--- config.mk ---
export PLATFORM = sky130hd
export DESIGN_NAME = hdc_hv_gen
export DESIGN_NICKNAME = d
export VERILOG_FILES = /design/src/source/hdc_pkg.sv /design/src/source/hdc_hv_gen.sv
export VERILOG_INCLUDE_DIRS = /design/src /design/src/source
export SDC_FILE = /design/constraint.sdc
export NUM_CORES = 1
export LEC_CHECK = 0
export BUFFER_PORTS_ARGS = -buffer_cell sky130_fd_sc_hd__buf_4
export CAP_MARGIN = 25
export CELL_PAD_IN_SITES_DETAIL_PLACEMENT = 0
export CELL_PAD_IN_SITES_GLOBAL_PLACEMENT = 1
export CORE_MARGIN = 2
export CORE_UTILIZATION = 36
export CTS_CLUSTER_DIAMETER = 200
export DETAILED_ROUTE_END_ITERATION = 7
export PLACE_DENSITY_LB_ADDON = 0.15
export SLEW_MARGIN = 20
export SYNTH_ARGS = -nofsm -noshare
export SYNTH_HDL_FRONTEND = slang
export SYNTH_SLANG_ARGS = --single-unit
--- constraint.sdc ---
create_clock -name clk -period 1.9 [get_ports clk]
set_clock_uncertainty 0.1 [all_clocks]
set_input_delay 0.38 -clock clk [delete_from_list [all_inputs] [get_ports clk]]
set_output_delay 0.38 -clock clk [all_outputs]
set_load 0.02 [all_outputs]
--- src/source/hdc_macros.svh ---
`ifndef HDC_MACROS_SVH
`define HDC_MACROS_SVH

// top bit index of one hypervector
`define HDC_DIM 63

// item memory geometry
`define HDC_ITEMS 1024
`define HDC_ADDR_W 10

// width of one bundler counter
`define HDC_CNT_W 8

// instruction field bits
`define HDC_OP_ADDR 15
`define HDC_OP_LOAD 14
`define HDC_OP_WBITEM 10

`endif

--- src/source/hdc_pkg.sv ---
`include "hdc_macros.svh"

package hdc_pkg;

    // one binary hypervector
    typedef logic [`HDC_DIM:0] hv_t;

    // item memory address
    typedef logic [`HDC_ADDR_W-1:0] item_addr_t;

    // one instruction word from the host
    typedef logic [15:0] inst_t;

    // configuration register bus
    typedef logic [2:0] cfg_addr_t;
    typedef logic [15:0] cfg_data_t;

    // random fill sequencer
    typedef enum logic {
        gen_idle,
        gen_sweep
    } gen_state_t;

endpackage

--- src/source/hdc_hv_gen.sv ---
`timescale 1ns/100ps

module hdc_hv_gen (
    input  logic         clk,
    input  logic         rst,
    input  logic         seed_load,
    input  hdc_pkg::hv_t seed,
    input  logic         gen_step,
    output hdc_pkg::hv_t rand_hv
);
    import hdc_pkg::*;

    hv_t state;
    hv_t state_next;

    // xorshift, shifts of 13, 7 and 17
    always_comb begin
        state_next = state ^ (state << 13);
        state_next = state_next ^ (state_next >> 7);
        state_next = state_next ^ (state_next << 17);
    end

    always_ff @(posedge clk) begin
        if (rst) begin
            state <= '1;
        end else if (seed_load) begin
            // all zero would lock the generator
            state <= (seed == '0) ? '1 : seed;
        end else if (gen_step) begin
            state <= state_next;
        end
    end

    // current state is the vector written this cycle
    assign rand_hv = state;

endmodule

==> summary.md <==
| Metric | Value |
|---|---|
| Clock Latency Late Sink | `350 ps` |
| Combinational share of power | `58.5%` |
| Top post-synthesis cells by area | `dfxtp_1, xnor2_1, xnor3_1, xor2_1, a21oi_1` |
| Post-route clock period utilization | `106%` |
| Vias per cell | `5.36` |
| Part of the power in registers | `22.9%` |
| Worst-path clk slew | `50 ps` |
| DR iter-0 viols | `332` |
| DR pass1 iterations | `5` |
| Setup WS pre-CTS | `-629 ps` |
| Max-cap violations | `0` |
| Final-report hold violation count | `0` |
| Final-stage net count | `890` |
| Psw | `3080 uW` |
| Max FFs per register | `64` |
| Die Wd | `123 um` |
| Most frequent cell after synthesis | `xnor2_1` |
| Antenna violations before repair | `0` |
| Outcome | `finished with violations` |
| CTS Hold Bufs | `0` |
| CTS tree | `yes` |
| Nature of the critical path startpoint | `input pin` |
| Cell total after placement | `982` |
| Area leader, netlist | `dfxtp_1` |
| Sw Share | `37.9%` |
| Hpwl dp | `14.9 mm` |
| Synth Warn # | `0` |
| Via count | `5389` |
| Cells after Synth | `581` |
| Syn Nets | `649` |
| Port buffer count | `131` |
| Final Worst Setup Slack | `-116 ps` |
| Post-synthesis sequential area ratio | `25.3%` |
| Drt drc | `0` |
| Fmax | `496 MHz` |
| CTS root buf | `clkbuf_16` |
| Congestion Overflow GR | `0` |
| Avg WL per Cell | `20.2 um` |
| Post-synth EDFFs | `0` |
| Gpl congestion | `0.841` |
| Critical Path End Type | `flop` |
| Leakage | `0.00346 uW` |
| Core Util, Final | `58.1%` |
| Rel. slew slack | `51.1%` |
| Number of synthesized register bits | `64` |
| Least-Margin Pin Slew | `733 ps` |
| Post-synth top cells | `xnor2_1, dfxtp_1, clkbuf_1` |
| Mapped cell area | `0.00506 sq mm` |
| Row count | `43` |
| Final ANT Viol Nets | `0` |
| Gr usage total | `27.1%` |
| Core area | `0.0138 sq mm` |
| Final Max Slew Viols | `0` |
| Internal Power | `5050 uW` |
| First-pass GRT wire length | `30.1 mm` |
| Layout area overhead | `58.7%` |
| Peak supply drop | `0.517 mV` |
| CP max FO | `7` |
| Diode count | `0` |
| Hold Path Class | `input pin to flop` |
| Critical Path AT | `2210 ps` |
| Overall routed net length | `20.3 mm` |
| Die area | `0.0150 sq mm` |
| Ys flop type | `dfxtp_1` |
| Layout Cells excl Fill | `1005` |
| Top-area cell type share of the netlist area | `25.3%` |
| Final Critical Period | `2020 ps` |
| Crit Path Category | `input pin to flop` |
| Clk sink count | `64` |
| Clk pwr share | `18.6%` |
| Clk buf depth | `2` |
| H-tree Lvls | `3` |
| Number of buffers inserted during clock tree synthesis | `9` |
| Vias in the first global route | `5322` |
| PD cells | `1010 mW/mm^2` |
| Count of cell types in the netlist | `38` |
| Die Ht | `123 um` |
| Final setup violation count | `29` |
| Post-Syn Area per Cell | `8.72 sq um` |
| Largest net degree at the start of global routing | `59` |
| Ys async rst share | `0%` |
| Violated checks | `setup timing` |
| Layout cells sized above 1 | `43.6%` |
| Hold WS | `197 ps` |
| Critical Path RT | `2090 ps` |
| Setup repair after global routing missed its margin | `true` |
| Initial Util | `36.6%` |
| Io pins | `132` |
[per-layer routing]
metal  vias up  part of all wire [%]  GRT usage [%]
li1       2529                     -              -
met1      2642                    43           35.4
met2       173                    50           45.6
met3        45                   4.5           3.16
met4         0                   2.9           10.4
met5         -                     0              0
[kinds of logic (layout without fill, tap and decap cells)]
logic type	Yosys count	in the layout	share of synthesized area, %
xor+xnor	174	174	37.4
simple gates	170	170	18.0
compound gates	113	113	14.2
flops	64	64	25.3
buf+inv	57	301	4.50
mux	3	3	0.618
[power by group through the flow]
stage	sequential (uW)	clock (uW)	combinational, uW
finish	1860	1510	4760
detailed placement	1870	0	4520
global route	1890	1590	5090
global placement	1870	0	4470
CTS	1850	1530	4650
floorplan	2050	0	2750
[cell type report]
class / count / area (sq um)
fillers: 1258 / 5790
multi-input cells: 460 / 3930
repair buffers: 285 / 2310
flip-flops and latches: 64 / 1300
clock buffers: 13 / 250
well taps: 180 / 225
inverters: 2 / 7.51
clock inverters: 1 / 5.00
[placed cells by master, fill, tap and decap left out, types with 7 or more instances in the layout]
master / netlist / final
nor4_4: 0 / 10
xnor3_1: 23 / 22
xnor2_2: 0 / 8
buf_6: 0 / 7
nor3_1: 40 / 37
nand2_1: 26 / 26
nor4b_1: 12 / 12
xnor2_1: 111 / 103
o21ai_1: 15 / 18
o22ai_1: 15 / 9
nor2_1: 32 / 29
clkbuf_16: 0 / 10
nand2b_1: 22 / 22
xor2_1: 36 / 31
dfxtp_1: 64 / 47
nor4_1: 19 / 7
dfxtp_2: 0 / 17
buf_12: 0 / 7
a211oi_1: 14 / 11
buf_4: 1 / 266
a21oi_1: 41 / 41
[critical path: stages]
cell      delay (ps)
buf_4            130
nor4_4           340
nand4_1          270
o41ai_4          360
buf_4            190
buf_6            120
buf_12           110
buf_12           130
o22ai_2           80
nand2b_1          80
[stage by stage]
step           setup TNS, ps  power [uW]  cell area (sq um)
3_5_place_dp          -32900        6400               7300
2_1_floorplan           -772        4800               5200
3_3_place_gp          -34960        6340               7300
6_report               -1590        8130               8040
5_1_grt                -4280        8570               8040
4_1_cts                -1700        8040               7790
[path summary, 6_finish.rpt]
path	start	cells past startpoint	slack, ps	end
max	seed[33]	10	-120	rand_hv[2]
min	seed[3]	3	200	rand_hv[3]
max reg2reg	rand_hv[9]	5	40	rand_hv[39]
min reg2reg	rand_hv[56]	2	460	rand_hv[56]
[repair_timing]
item,4_1_cts,5_1_grt
gates resized for setup,31,40
gates cloned,1,1
pin swaps,8,17
buffers inserted,4,5
setup endpoints to repair,64,64
Power figures use the tool's default switching activity.
