## src/source/hdc_macros.svh

```systemverilog
`ifndef HDC_MACROS_SVH
`define HDC_MACROS_SVH

// top bit index of one hypervector
`define HDC_DIM 63

// item memory geometry
`define HDC_ITEMS 1024
`define HDC_ADDR_W 10

// width of one bundler counter
`define HDC_CNT_W 8

// instruction field bits
`define HDC_OP_ADDR 15
`define HDC_OP_LOAD 14
`define HDC_OP_WBITEM 10

`endif

```

## src/source/hdc_pkg.sv

```systemverilog
`include "hdc_macros.svh"

package hdc_pkg;

    // one binary hypervector
    typedef logic [`HDC_DIM:0] hv_t;

    // item memory address
    typedef logic [`HDC_ADDR_W-1:0] item_addr_t;

    // one instruction word from the host
    typedef logic [15:0] inst_t;

    // configuration register bus
    typedef logic [2:0] cfg_addr_t;
    typedef logic [15:0] cfg_data_t;

    // random fill sequencer
    typedef enum logic {
        gen_idle,
        gen_sweep
    } gen_state_t;

endpackage

```

## src/source/hdc_bundler.sv

```systemverilog
`timescale 1ns/100ps

`include "hdc_macros.svh"

module hdc_bundler (
    input  logic         clk,
    input  logic         rst,
    input  logic         run,
    input  logic         store,
    input  hdc_pkg::hv_t core_result,
    output hdc_pkg::hv_t sign_hv
);

    // two's complement limits of one counter
    localparam logic [`HDC_CNT_W-1:0] cnt_max = {1'b0, {(`HDC_CNT_W-1){1'b1}}};
    localparam logic [`HDC_CNT_W-1:0] cnt_min = {1'b1, {(`HDC_CNT_W-1){1'b0}}};

    logic [`HDC_CNT_W-1:0] cnt [0:`HDC_DIM];

    // one up/down counter per bit
    always_ff @(posedge clk) begin
        if (rst || !run) begin
            for (int i = 0; i <= `HDC_DIM; i++) begin
                cnt[i] <= '0;
            end
        end else if (store) begin
            for (int i = 0; i <= `HDC_DIM; i++) begin
                if (core_result[i]) begin
                    if (cnt[i] != cnt_max) begin
                        cnt[i] <= cnt[i] + 1'b1;
                    end
                end else begin
                    if (cnt[i] != cnt_min) begin
                        cnt[i] <= cnt[i] - 1'b1;
                    end
                end
            end
        end
    end

    // strictly positive gives a one, a tie gives zero
    always_comb begin
        for (int i = 0; i <= `HDC_DIM; i++) begin
            sign_hv[i] = !cnt[i][`HDC_CNT_W-1] && (cnt[i] != '0);
        end
    end

endmodule

```

## config.mk

```make
export PLATFORM = sky130hd
export DESIGN_NAME = hdc_bundler
export DESIGN_NICKNAME = d
export VERILOG_FILES = /design/src/source/hdc_pkg.sv /design/src/source/hdc_bundler.sv
export VERILOG_INCLUDE_DIRS = /design/src /design/src/source
export SDC_FILE = /design/constraint.sdc
export NUM_CORES = 2
export LEC_CHECK = 0
export BUFFER_PORTS_ARGS = -buffer_cell sky130_fd_sc_hd__buf_2
export CORE_MARGIN = 2
export CORE_UTILIZATION = 55
export CTS_CLUSTER_DIAMETER = 100
export DETAILED_ROUTE_END_ITERATION = 10
export MAX_ROUTING_LAYER = met4
export PLACE_DENSITY_LB_ADDON = 0.12
export SLEW_MARGIN = 10
export SYNTH_ARGS = -nofsm -noshare
export SYNTH_HDL_FRONTEND = slang
export SYNTH_SLANG_ARGS = --single-unit
```

## constraint.sdc

```tcl
create_clock -name clk -period 4.1 [get_ports clk]
set_clock_uncertainty 0.15 [all_clocks]
set_input_delay 0.82 -clock clk [delete_from_list [all_inputs] [get_ports clk]]
set_output_delay 0.82 -clock clk [all_outputs]
set_load 0.01 [all_outputs]
```

==> summary.md <==
| Metric | Value |
|---|---|
| Critical path class | register to register |
| Maxcap violations | 0 |
| # port buffers | 131 |
| Post-synth EDFFs | ~510 |
| Post-CTS Resized | 0 |
| Critical Path End | cnt[0][231] |
| Layout cells sized above 1 | 0.0783 |
| Worst-margin pin slew | 0.738 ns |
| Post-Syn Area per Cell | 9.31 sq um |
| Nets | 5086 |
| Commonest cells in the netlist | nor2_1 (627), edfxtp_1 (512), ha_1 (381), inv_1 (343), a21oi_1 (234) |
| HPWL Detailed | 62500 um |
| Ys flop type | edfxtp_1 |
| Seq/Total Area, Yosys | 0.374 |
| Post-Syn Area | 41100 sq um |
| Final design utilization | 0.606 |
| Core area | 74200 sq um |
| First-pass GRT wire length | 150000 um |
| Period utilisation layout | 0.860 |
| Hold-fix buffers, CTS | 0 |
| Fillcell total | 6359 |
| Peak supply drop | 0.382 mV |
| Cell taking the most area after synthesis | edfxtp_1 |
| GP Congestion | 0.846 |
| Register bit total from synthesis | ~500 |
| P_leak | 0.0183 uW |
| Synth warn | 0 |
| Area Growth Syn to Fin | 9.49% |
| Drt initial violations | 1934 |
| RSZ-0062 raised after global routing | no |
| Pwr Density | 322 nW/um^2 |
| Setup TNS | 0 ns |
| Critical path peak fanout | 6 |
| Final Cell Area | around 45000 sq um |
| Worst min path class | input port to register |
| DRT antenna net count | 0 |
| Hold depth | 3 |
| Unique masters post-synth | a little under 70 |
| Setup fix buffers added after clock tree synthesis | 0 |
| Max Slew Vio Count | 0 |
| Most area-consuming cells after synthesis | edfxtp_1 (37%), ha_1 (12%), nor2_1 (5.7%), inv_1 (3.1%), fa_1 (3.1%) |
| FMAX | 0.284 GHz |
| H-tree levels | 2 |
| Clk Latency, worst-skew pair | 0.63 ns |
| WL/cell | 15.7 um |
| Critical path endpoint category | register |
| Routed vias | 32846 |
| # rows | 100 |
| R2r setup slk | around 0.58 ns |
| DRC | 0 |
| Die height | 277 um |
| Req. time, crit path | approximately 4.3 ns |
| CTS sink count | 512 |
| Initial antenna violation count | 6 |
| First drt pass iteration count | 6 |
| Max layer used | met4 |
| Critical path origin | cnt[0][227] |
| Post-Route WL | approximately 90000 um |
| Die width | roughly 280 um |
| Die area | 76900 sq um |
| Met2 routed WL | 40600 um |
| CP arrival | 3.74 ns |
| WL met3 | 3570 um |
| Placed Area | 43100 sq um |
| Most common cell in the netlist | nor2_1 |
| Initial Util | 0.553 |
| Vias in the first global route | 31511 |
| Tmin final | 3.52 ns |
| CTS buffer count | 61 |
| PnR worst setup slack | between 0.5 and 0.6 ns |
| Reg-to-reg critical path endpoint | cnt[0][231] |
| IO Pins | 132 |
| Most flops, register | cnt |
| Status | finished, final reports clean |
| Worst r2r src | cnt[0][227] |
| Via-to-Cell Ratio | 5.86 |
| Final hold vios | 0 |
| TritonCTS clock tree | built |
| Pin count of the biggest net entering global routing | 97 |
| Max FFs per register | 512 |
| Grt ovf | 0 |
| Root Driver | clkbuf_16 |
| Worst Setup Start Kind | register |
| Setup-failing EPs final | 0 |
| Share of the synthesized area in the top cell type | 0.374 |
| Max clock buf depth | 3 |
| FF-to-FF path depth | 11 |
| Syn nets | 4925 |
| Hold WS | 0.456 ns |
| Met1 WL | 42200 um |
| Mapped Cells | between 4000 and 5000 |
| Reg clk slew, reported paths | 0.06 ns |
| Relative slew slack | 0.508 |
| Pre-CTS setup slack | 0.226 ns |
| FFs w/ async S/R, synth | 0 |
| Total GRT Usage | 0.234 |
| Biggest regs | cnt (512) |
==> critical path, stage by stage, from the launching register on <==
cell,delay [ns]
edfxtp_1,0.41
or4_1,0.52
nor4_1,0.44
nand2_1,0.11
nand3_1,0.13
inv_1,0.14
ha_1,0.35
a21oi_1,0.15
o22ai_1,0.12
o41ai_1,0.45
o21bai_1,0.19
a31oi_1,0.09
==> cells in the final DEF, fill, tap and decap left out, drive strengths merged, types with 8 or more instances in the layout <==
| cell | count |
|---|---|
| a31oi | 86 |
| a21boi | 46 |
| inv | 344 |
| nor4b | 28 |
| nor3 | 163 |
| nand4 | 55 |
| o41ai | 8 |
| edfxtp | 512 |
| and4b | 9 |
| xnor2 | 90 |
| nand2 | 228 |
| o221ai | 8 |
| mux2i | 59 |
| nand4b | 81 |
| nand3 | 137 |
| nand3b | 32 |
| fa | 63 |
| buf | 198 |
| a211oi | 15 |
| o2111ai | 20 |
| a21oi | 234 |
| clkinv | 28 |
| and3 | 9 |
| or3 | 60 |
| or4 | 97 |
| o22ai | 9 |
| clkbuf | 82 |
| o21ai | 159 |
| ha | 381 |
| o21a | 85 |
| a221oi | 29 |
| nor4 | 98 |
| xor2 | 75 |
| nor2b | 198 |
| nand2b | 44 |
| o21ba | 30 |
| nor2 | 627 |
| o211ai | 64 |
| a21o | 50 |
| nor3b | 29 |
==> logic make-up (layout without fill, tap and decap cells) <==
logic type                 count (synthesis)  count (layout)  share of synthesized area
buffers and inverters                    443             656                     0.0422
AOI/OAI and AO/OA                        868             868                      0.139
other                                      0               6                          0
muxes                                     61              61                     0.0149
and+or+nand+nor                         1920            1920                      0.248
adders and majority gates                444             444                      0.147
xor gates and xnor gates                 165             165                     0.0352
DFF                                      512             512                      0.374
==> through the flow <==
step / power, uW / instances
floorplan: 8620 / 4413
global placement: 9350 / 5480
detailed placement: 9420 / 5480
CTS: 14600 / 5595
global route: 15200 / 5601
finish: 14500 / 5601
==> where the power goes <==
| group | switching (uW) | total, uW | internal [uW] |
|---|---|---|---|
| clock network | 2250 | 5170 | 2920 |
| logic | 1530 | 2630 | 1100 |
| registers | 438 | 6690 | 6250 |
| total | 4220 | 14500 | 10300 |
==> worst min path at each step <==
stage	from	to	slack, ns
2_1_floorplan	cnt[1][8]	cnt[1][8]	0.43
4_1_cts	core_result[11]	cnt[0][95]	0.40
5_1_grt	core_result[13]	cnt[0][111]	0.45
3_5_place_dp	cnt[1][160]	cnt[1][160]	0.46
3_3_place_gp	cnt[1][160]	cnt[1][160]	0.46
6_report	core_result[11]	cnt[0][95]	0.46
==> routing by layer <==
metal,up-vias,GRT usage
li1,16752,-
met1,15520,0.315
met2,477,0.378
met3,97,0.0322
met4,0,0.0482
met5,-,-
==> area by class of cell <==
class / count / area, sq um / area share
diodes: 6 / 15.0 / 0.000334
clock buffers: 82 / 1650 / 0.0366
clock inverters: 33 / 200 / 0.00445
inverters: 343 / 1290 / 0.0286
multi-input cells: 3458 / 24000 / 0.533
flip-flops and latches: 512 / 15400 / 0.342
well taps: 969 / 1210 / 0.0270
repair buffers: 198 / 1250 / 0.0278
No activity file was read; power rests on OpenSTA's default activity.
