### config.mk
export PLATFORM = sky130hd
export DESIGN_NAME = hdc_core
export DESIGN_NICKNAME = d
export VERILOG_FILES = /design/src/source/hdc_pkg.sv /design/src/source/hdc_core.sv
export VERILOG_INCLUDE_DIRS = /design/src /design/src/source
export SDC_FILE = /design/constraint.sdc
export NUM_CORES = 1
export LEC_CHECK = 0
export ABC_AREA = 1
export BUFFER_PORTS_ARGS = -buffer_cell sky130_fd_sc_hd__buf_4
export CAP_MARGIN = 30
export CORE_ASPECT_RATIO = 1.2
export CORE_UTILIZATION = 37
export DETAILED_ROUTE_END_ITERATION = 8
export PLACE_DENSITY = 0.58
export SKIP_LAST_GASP = 1
export SYNTH_ARGS = -nofsm -noshare
export SYNTH_HDL_FRONTEND = slang
export SYNTH_SLANG_ARGS = --single-unit
### constraint.sdc
create_clock -name clk -period 3 [get_ports clk]
set_input_delay 0.45 -clock clk [delete_from_list [all_inputs] [get_ports clk]]
set_output_delay 0.45 -clock clk [all_outputs]
set_load 0.02 [all_outputs]
### src/source/hdc_macros.svh
`ifndef HDC_MACROS_SVH
`define HDC_MACROS_SVH

// top bit index of one hypervector
`define HDC_DIM 63

// item memory geometry
`define HDC_ITEMS 1024
`define HDC_ADDR_W 10

// width of one bundler counter
`define HDC_CNT_W 8

// instruction field bits
`define HDC_OP_ADDR 15
`define HDC_OP_LOAD 14
`define HDC_OP_WBITEM 10

`endif

### src/source/hdc_pkg.sv
`include "hdc_macros.svh"

package hdc_pkg;

    // one binary hypervector
    typedef logic [`HDC_DIM:0] hv_t;

    // item memory address
    typedef logic [`HDC_ADDR_W-1:0] item_addr_t;

    // one instruction word from the host
    typedef logic [15:0] inst_t;

    // configuration register bus
    typedef logic [2:0] cfg_addr_t;
    typedef logic [15:0] cfg_data_t;

    // random fill sequencer
    typedef enum logic {
        gen_idle,
        gen_sweep
    } gen_state_t;

endpackage

### src/source/hdc_core.sv
`timescale 1ns/100ps

`include "hdc_macros.svh"

module hdc_core (
    input  logic                clk,
    input  logic                rst,
    input  logic                run,
    input  logic                get_v,
    input  hdc_pkg::inst_t      get_d,
    output hdc_pkg::item_addr_t rd_addr,
    input  hdc_pkg::hv_t        rd_data,
    input  logic                fwd,
    input  hdc_pkg::hv_t        sign_hv,
    output logic                wb_we,
    output hdc_pkg::item_addr_t wb_addr,
    output hdc_pkg::hv_t        wb_data,
    output logic                store,
    output hdc_pkg::hv_t        core_result,
    output logic                last
);
    import hdc_pkg::*;

    inst_t inst;
    logic  exec;
    logic  is_wbitem;
    hv_t   reg_1;
    hv_t   reg_2;
    hv_t   operand;

    // address field goes to memory straight away
    assign rd_addr   = get_d[`HDC_ADDR_W-1:0];
    assign is_wbitem = get_d[`HDC_OP_ADDR] && get_d[`HDC_OP_WBITEM];

    always_ff @(posedge clk) begin
        if (rst) begin
            exec  <= 1'b0;
            wb_we <= 1'b0;
            inst  <= '0;
        end else begin
            exec  <= get_v;
            wb_we <= get_v && is_wbitem;
            // wb.item runs as a nop in the exec stage
            inst  <= (get_v && !is_wbitem) ? get_d : '0;
        end
    end

    always_ff @(posedge clk) begin
        if (get_v) begin
            wb_addr <= get_d[`HDC_ADDR_W-1:0];
        end
    end

    assign wb_data = reg_2;

    // memory is one write late right after a wb.item
    assign operand = fwd ? reg_2 : rd_data;

    always_ff @(posedge clk) begin
        if (rst || !run) begin
            reg_1       <= '0;
            reg_2       <= '0;
            store       <= 1'b0;
            last        <= 1'b0;
            core_result <= '0;
        end else begin
            store       <= 1'b0;
            last        <= 1'b0;
            core_result <= '0;
            if (exec) begin
                if (inst[`HDC_OP_ADDR]) begin
                    // load, l.rshift, l.lshift, l.xor
                    if (inst[`HDC_OP_LOAD]) begin
                        reg_2 <= operand;
                    end else if (inst[13]) begin
                        reg_2 <= {operand[0], operand[`HDC_DIM:1]};
                    end else if (inst[12]) begin
                        reg_2 <= {operand[`HDC_DIM-1:0], operand[`HDC_DIM]};
                    end else if (inst[11]) begin
                        reg_2 <= operand ^ reg_2;
                    end
                end else if (inst[14]) begin
                    reg_2 <= {reg_2[0], reg_2[`HDC_DIM:1]};
                end else if (inst[13]) begin
                    reg_2 <= {reg_2[`HDC_DIM-1:0], reg_2[`HDC_DIM]};
                end else if (inst[12]) begin
                    reg_2 <= reg_1 ^ reg_2;
                end else if (inst[11]) begin
                    store       <= 1'b1;
                    core_result <= reg_2;
                end else if (inst[10]) begin
                    last <= 1'b1;
                end else if (inst[9]) begin
                    reg_1 <= reg_2;
                end else if (inst[8]) begin
                    // wb takes the bundled majority
                    reg_2 <= sign_hv;
                end
            end
        end
    end

    a_quiet_when_stopped: assert property (
        @(posedge clk) disable iff (rst) !run |=> (!store && !last)
    );

    a_result_only_on_store: assert property (
        @(posedge clk) disable iff (rst) !store |-> (core_result == '0)
    );

endmodule

==> metrics.cfg, run 1 <==
[run_status]
status = complete, no violations

[worst_setup_path]
crit_type = reg -> reg
cp_cell_sequence = or2_1 -> nor2_1 -> nand3_1 -> nand2_4 -> buf_12 -> nand2_1 -> nand2_1 -> a21oi_2
end_kind = flop
worstSetupStartpointType = flop
slowest_delay_ns = 0.50
crit_required_ns = 3.44
cp_num_buf_inv = 1
crit_slowest_cell = dfxtp_4
worst-path-max-fanout = 52
crit_arrival_ns = 2.53
cp_top_family = simple AND/OR/NAND/NOR gates
cpMostUsedCell = nand2_1

[finish]
nets = 2811
drive_gt1_share_pct = 16.4
seq_area_sq_um = 4400
final_common_cell = nand2_1
layout_common_cells = 898 x nand2_1, 333 x nor2_1, 313 x buf_4
area_growth_pct = 21.6
antenna_cells = 0
num-fill-cells = 4262
multiInputGateArea_sq_um = 8850

[cts]
cts_max_path_buffers = 3
clk_latency_ns = 0.55
post_cts_buffers = 0
clk_pin_slew_ns = 0.06
cts_tree = yes
ctsHoldBuffers = 0
numCtsBuffers = 27
ctsRootBufferMaster = clkbuf_16
htreeDepth = 1
cts.sinks = 214
cts_resized = 0

[global_routing]
grt_remaining_overflow = 0
grt.total_usage_pct = 23.0
grt_pass1_wl_um = 76400
grt_pass1_vias = 15175
antenna_found_initial = 0
grt_max_degree = 215

[power]
netSwitchingFraction_pct = 29.3
p_clk_share_pct = 42.5
p_switching_w = 0.00216
p_int_w = 0.00519
peakVddDrop_v = 0.000347
power.share.combinational_pct = 17.2
p_leak_nw = 8.73
p_seq_share_pct = 40.3
p_per_area_nw_per_um2 = 412

[detailed_routing]
drt-pass1-iter-count = 7
avgViaCountPerCell = 5.05
vias = 16198
ant_nets = 0
drcViolationCount = 0
first_iter_violations = 1043
routed_wl_um = 47700
post_drt_wl_per_cell_um = 14.9

[hold_path]
hold_class = in -> reg

[placement]
portBuffers = 299
place_ws_ns = 0.897
place_hpwl_um = 30100
place_congestion = 0.808

[sta]
rsz0062_at_grt = no
setup_ws_ns = 0.908
fin_tns_setup_ns = 0
clock_skew_ns = 0.0156
worst_pin_slew_ns = 0.988
fin_crit_ns = 2.09
finalCritPeriodShare_pct = 69.7
relSlewSlack_pct = 34.2
hold_viol_final = 0
fmax_mhz = 478
whs_ns = 0.0912
setup_viol = 0
slew_viol_final = 0

[synthesis]
syn_area_sq_um = 14700
synth_nets = 2642
yosysWarnings = 0
synth_seq_area_share_pct = 29.9
ys_types = 26
syn_area_per_cell_sq_um = 5.89
netlist_instances = 2493
netlist_top_cells_area = dfxtp_1 28%, nand2_1 23%, a21oi_1 8.8%
synth.top_cell.area_share_pct = 27.8
ys_ff_latch = 214
synth_top_cell_by_area = dfxtp_1

[floorplanning]
die_x_um = 184
start_util_pct = 37.7
core_sq_um = 38900
rows = 79
die_area_sq_um = 40500
io_pins = 300
die_h_um = 220

[flow_run]
maxCapViolations = 0

==> synthesized netlist by cell type <==
| master | count |
|---|---|
| nor3_2 | 1 |
| inv_2 | 5 |
| nor2_1 | 333 |
| nand3_1 | 130 |
| nand4_1 | 1 |
| edfxtp_1 | 10 |
| nand2_2 | 1 |
| inv_1 | 144 |
| a21oi_1 | 259 |
| nor3_1 | 2 |
| nand3b_1 | 63 |
| buf_1 | 17 |
| nand2_1 | 899 |
| buf_8 | 3 |
| buf_4 | 15 |
| nor4_1 | 1 |
| xnor2_1 | 64 |
| dfxtp_1 | 204 |
| o21ai_1 | 26 |
| clkbuf_1 | 83 |
| a21oi_2 | 61 |
| buf_6 | 6 |
| o21ai_0 | 104 |
| buf_2 | 59 |
| nor2_2 | 1 |
| or2_1 | 1 |
==> cell families (layout without fill, tap and decap cells) <==
| logic type | Yosys count | in the layout | share of synthesized area (%) |
|---|---|---|---|
| xor gates and xnor gates | 64 | 64 | 3.82 |
| buffers and inverters | 332 | 519 | 9.91 |
| AOI/OAI and AO/OA | 450 | 450 | 16.9 |
| DFF | 214 | 214 | 29.9 |
| and+or+nand+nor | 1433 | 1433 | 39.5 |
==> power by group through the flow <==
stage / clock, W / sequential [W] / combinational (W)
after global placement: 0 / 0.00302 / 0.00125
after detailed placement: 0 / 0.00302 / 0.00126
after global routing: 0.00331 / 0.00297 / 0.00143
after floorplan: 0 / 0.00304 / 0.000829
final: 0.00312 / 0.00296 / 0.00127
after CTS: 0.00321 / 0.00296 / 0.00127
==> registers in the layout, indices dropped and copies added (netlist names) <==
register and flops:
core_result 64, reg_1 64, wb_data 64, wb_addr 10
inst 8, exec 1, last 1, store 1
wb_we 1
==> final cells by class <==
| class | count | share of cell area, % |
|---|---|---|
| inverters | 149 | 3.19 |
| repair buffers | 323 | 14.3 |
| multi-input cells | 1947 | 49.6 |
| clock buffers | 35 | 4.12 |
| flip-flops and latches | 214 | 24.6 |
| clock inverters | 12 | 0.491 |
| well taps | 526 | 3.69 |
==> layer usage <==
layer	wire, um	up-vias	GRT usage, %
met5	0	-	0
met4	1050	0	7.17
met3	3200	62	4.08
met2	22600	508	39.9
met1	20800	7408	28.7
li1	-	8220	-
==> worst paths after layout <==
path / end / slack [ns] / cells after the start / startpoint
max reg2reg: wb_data[15]$_SDFFE_PP0P_ / 0.91 / 8 / inst[12]$_SDFF_PP0_
min: wb_addr[4]$_DFFE_PP_ / 0.09 / 1 / get_d[4]
min reg2reg: last$_SDFF_PP0_ / 0.47 / 2 / inst[10]$_SDFF_PP0_
max: wb_data[15]$_SDFFE_PP0P_ / 0.91 / 8 / inst[12]$_SDFF_PP0_
==> per-stage QoR <==
stage                     cells  area, sq um  power, W  util, %
after global placement     3159        17000   0.00428     43.7
after global routing       3206        17800   0.00771     45.8
after floorplan            2493        14700   0.00387        -
after CTS                  3206        17800   0.00744     45.8
final                      3206        17800   0.00735     45.8
after detailed placement   3159        17000   0.00429     43.7
Note: power is estimated with default switching activity, not from simulation.
==> run 2, diff against run 1 <==
Clock period 3 ns to 2.2 ns, I/O delays scaled along.
==> run 2 against run 1 <==
Effect of this change:
- hold slack worse by 0.0019 ns
- highest routed layer is now met5
- largest power group unchanged
- largest cell class unchanged
- routed wire length is 1.0% higher
- sequential share of layout area shrank 0.38 points
- clock skew up 0.0044 ns
==> metrics.cfg, run 2 (synthesis gave the netlist of run 1 again) <==
[power]
p_clk_share_pct = 42.4
peakVddDrop_v = 0.000475
power.share.combinational_pct = 17.6
p_seq_share_pct = 40.0
p_int_w = 0.00712
p_per_area_nw_per_um2 = 556
netSwitchingFraction_pct = 29.3
p_switching_w = 0.00296
p_leak_nw = 8.85

[detailed_routing]
vias = 16350
routed_wl_um = 48200
drt-pass1-iter-count = 5
post_drt_wl_per_cell_um = 14.9
drcViolationCount = 0
ant_nets = 0
avgViaCountPerCell = 5.06
first_iter_violations = 1141

[worst_setup_path]
r2r_start = inst[13]$_SDFF_PP0_
crit_required_ns = 2.64
end_kind = flop
worstSetupStartpointType = flop
worst-path-max-fanout = 93
cp-startpoint = inst[13]$_SDFF_PP0_
crit_type = reg -> reg
crit_arrival_ns = 2.20

[placement]
place_hpwl_um = 30500
place_ws_ns = 0.412
dp.cells = 3165
place_congestion = 0.822
portBuffers = 299

[floorplanning]
core_sq_um = 38900
die_area_sq_um = 40500
rows = 79
start_util_pct = 37.7
die_h_um = 220
io_pins = 300
die_x_um = 184

[sta]
rsz0062_at_grt = no
fmax_mhz = 566
fin_tns_setup_ns = 0
setup_viol = 0
setup_ws_ns = 0.433
whs_ns = 0.0894
hold_viol_final = 0
worst_pin_slew_ns = 0.894
relSlewSlack_pct = 40.4
clock_skew_ns = 0.0201
slew_viol_final = 0
fin_crit_ns = 1.77
finalCritPeriodShare_pct = 80.3

[cts]
cts_max_path_buffers = 3
ctsHoldBuffers = 17
clk_pin_slew_ns = 0.06
cts_resized = 0
post_cts_buffers = 0
cts.sinks = 214
cts_tree = yes
numCtsBuffers = 27
clk_latency_ns = 0.56
ctsRootBufferMaster = clkbuf_16
htreeDepth = 1

[finish]
drive_gt1_share_pct = 16.3
final_common_cell = nand2_1
nets = 2834
fin_util_pct = 46.5
fin_cells = 3232
area_growth_pct = 23.5
layout_common_cells = 898 x nand2_1, 333 x nor2_1, 314 x buf_4

[hold_path]
hp-start = get_v
hold_class = in -> reg

[global_routing]
antenna_found_initial = 2
grt_max_degree = 129
grt_pass1_vias = 15578
grt_remaining_overflow = 0
grt_pass1_wl_um = 78300
grt.total_usage_pct = 23.4

[run_status]
status = complete, no violations

[flow_run]
maxCapViolations = 0

## run 2: worst max-delay path: stages, from the launching register on
cell and delay, ns:
dfxtp_4 0.35, buf_12 0.28, buf_12 0.40, nor2_1 0.12
nand2_1 0.08, nand2_1 0.04, a21oi_1 0.13, a21oi_1 0.09
## run 2: worst paths after layout
check / cells past startpoint / slack, ns / to
setup reg to reg: 7 / 0.43 / wb_data[12]$_SDFFE_PP0P_
hold reg to reg: 2 / 0.47 / last$_SDFF_PP0_
setup / recovery: 7 / 0.43 / wb_data[12]$_SDFFE_PP0P_
hold / removal: 1 / 0.09 / wb_addr[4]$_DFFE_PP_
## run 2: stage by stage
step,total power (W),area [sq um]
after floorplan,0.00527,14700
after global placement,0.00584,17100
after detailed placement,0.00586,17100
after CTS,0.0102,18100
after global routing,0.0106,18100
final,0.0101,18100
## run 2: per-layer routing
metal	part of all wire [%]	track usage (%)	vias up
li1	-	-	8268
met1	44	29.3	7548
met2	47	40.3	455
met3	6.0	4.00	77
met4	2.8	8.61	2
met5	0.035	0	-
## run 2: cell type report
cell class,count,area (sq um)
multi-input cells,1947,8850
inverters,149,569
clock buffers,32,694
well taps,526,658
flip-flops and latches,214,4400
repair buffers,346,2830
fillers,4210,20800
clock inverters,17,125
diodes,1,2.50
## run 2: power groups by stage
stage                     sequential, W  combinational [W]  clock (W)
after detailed placement        0.00411            0.00175          0
after floorplan                 0.00414            0.00113          0
after global routing            0.00403            0.00201    0.00454
final                           0.00403            0.00178    0.00427
after CTS                       0.00403            0.00178    0.00442
after global placement          0.00411            0.00173          0
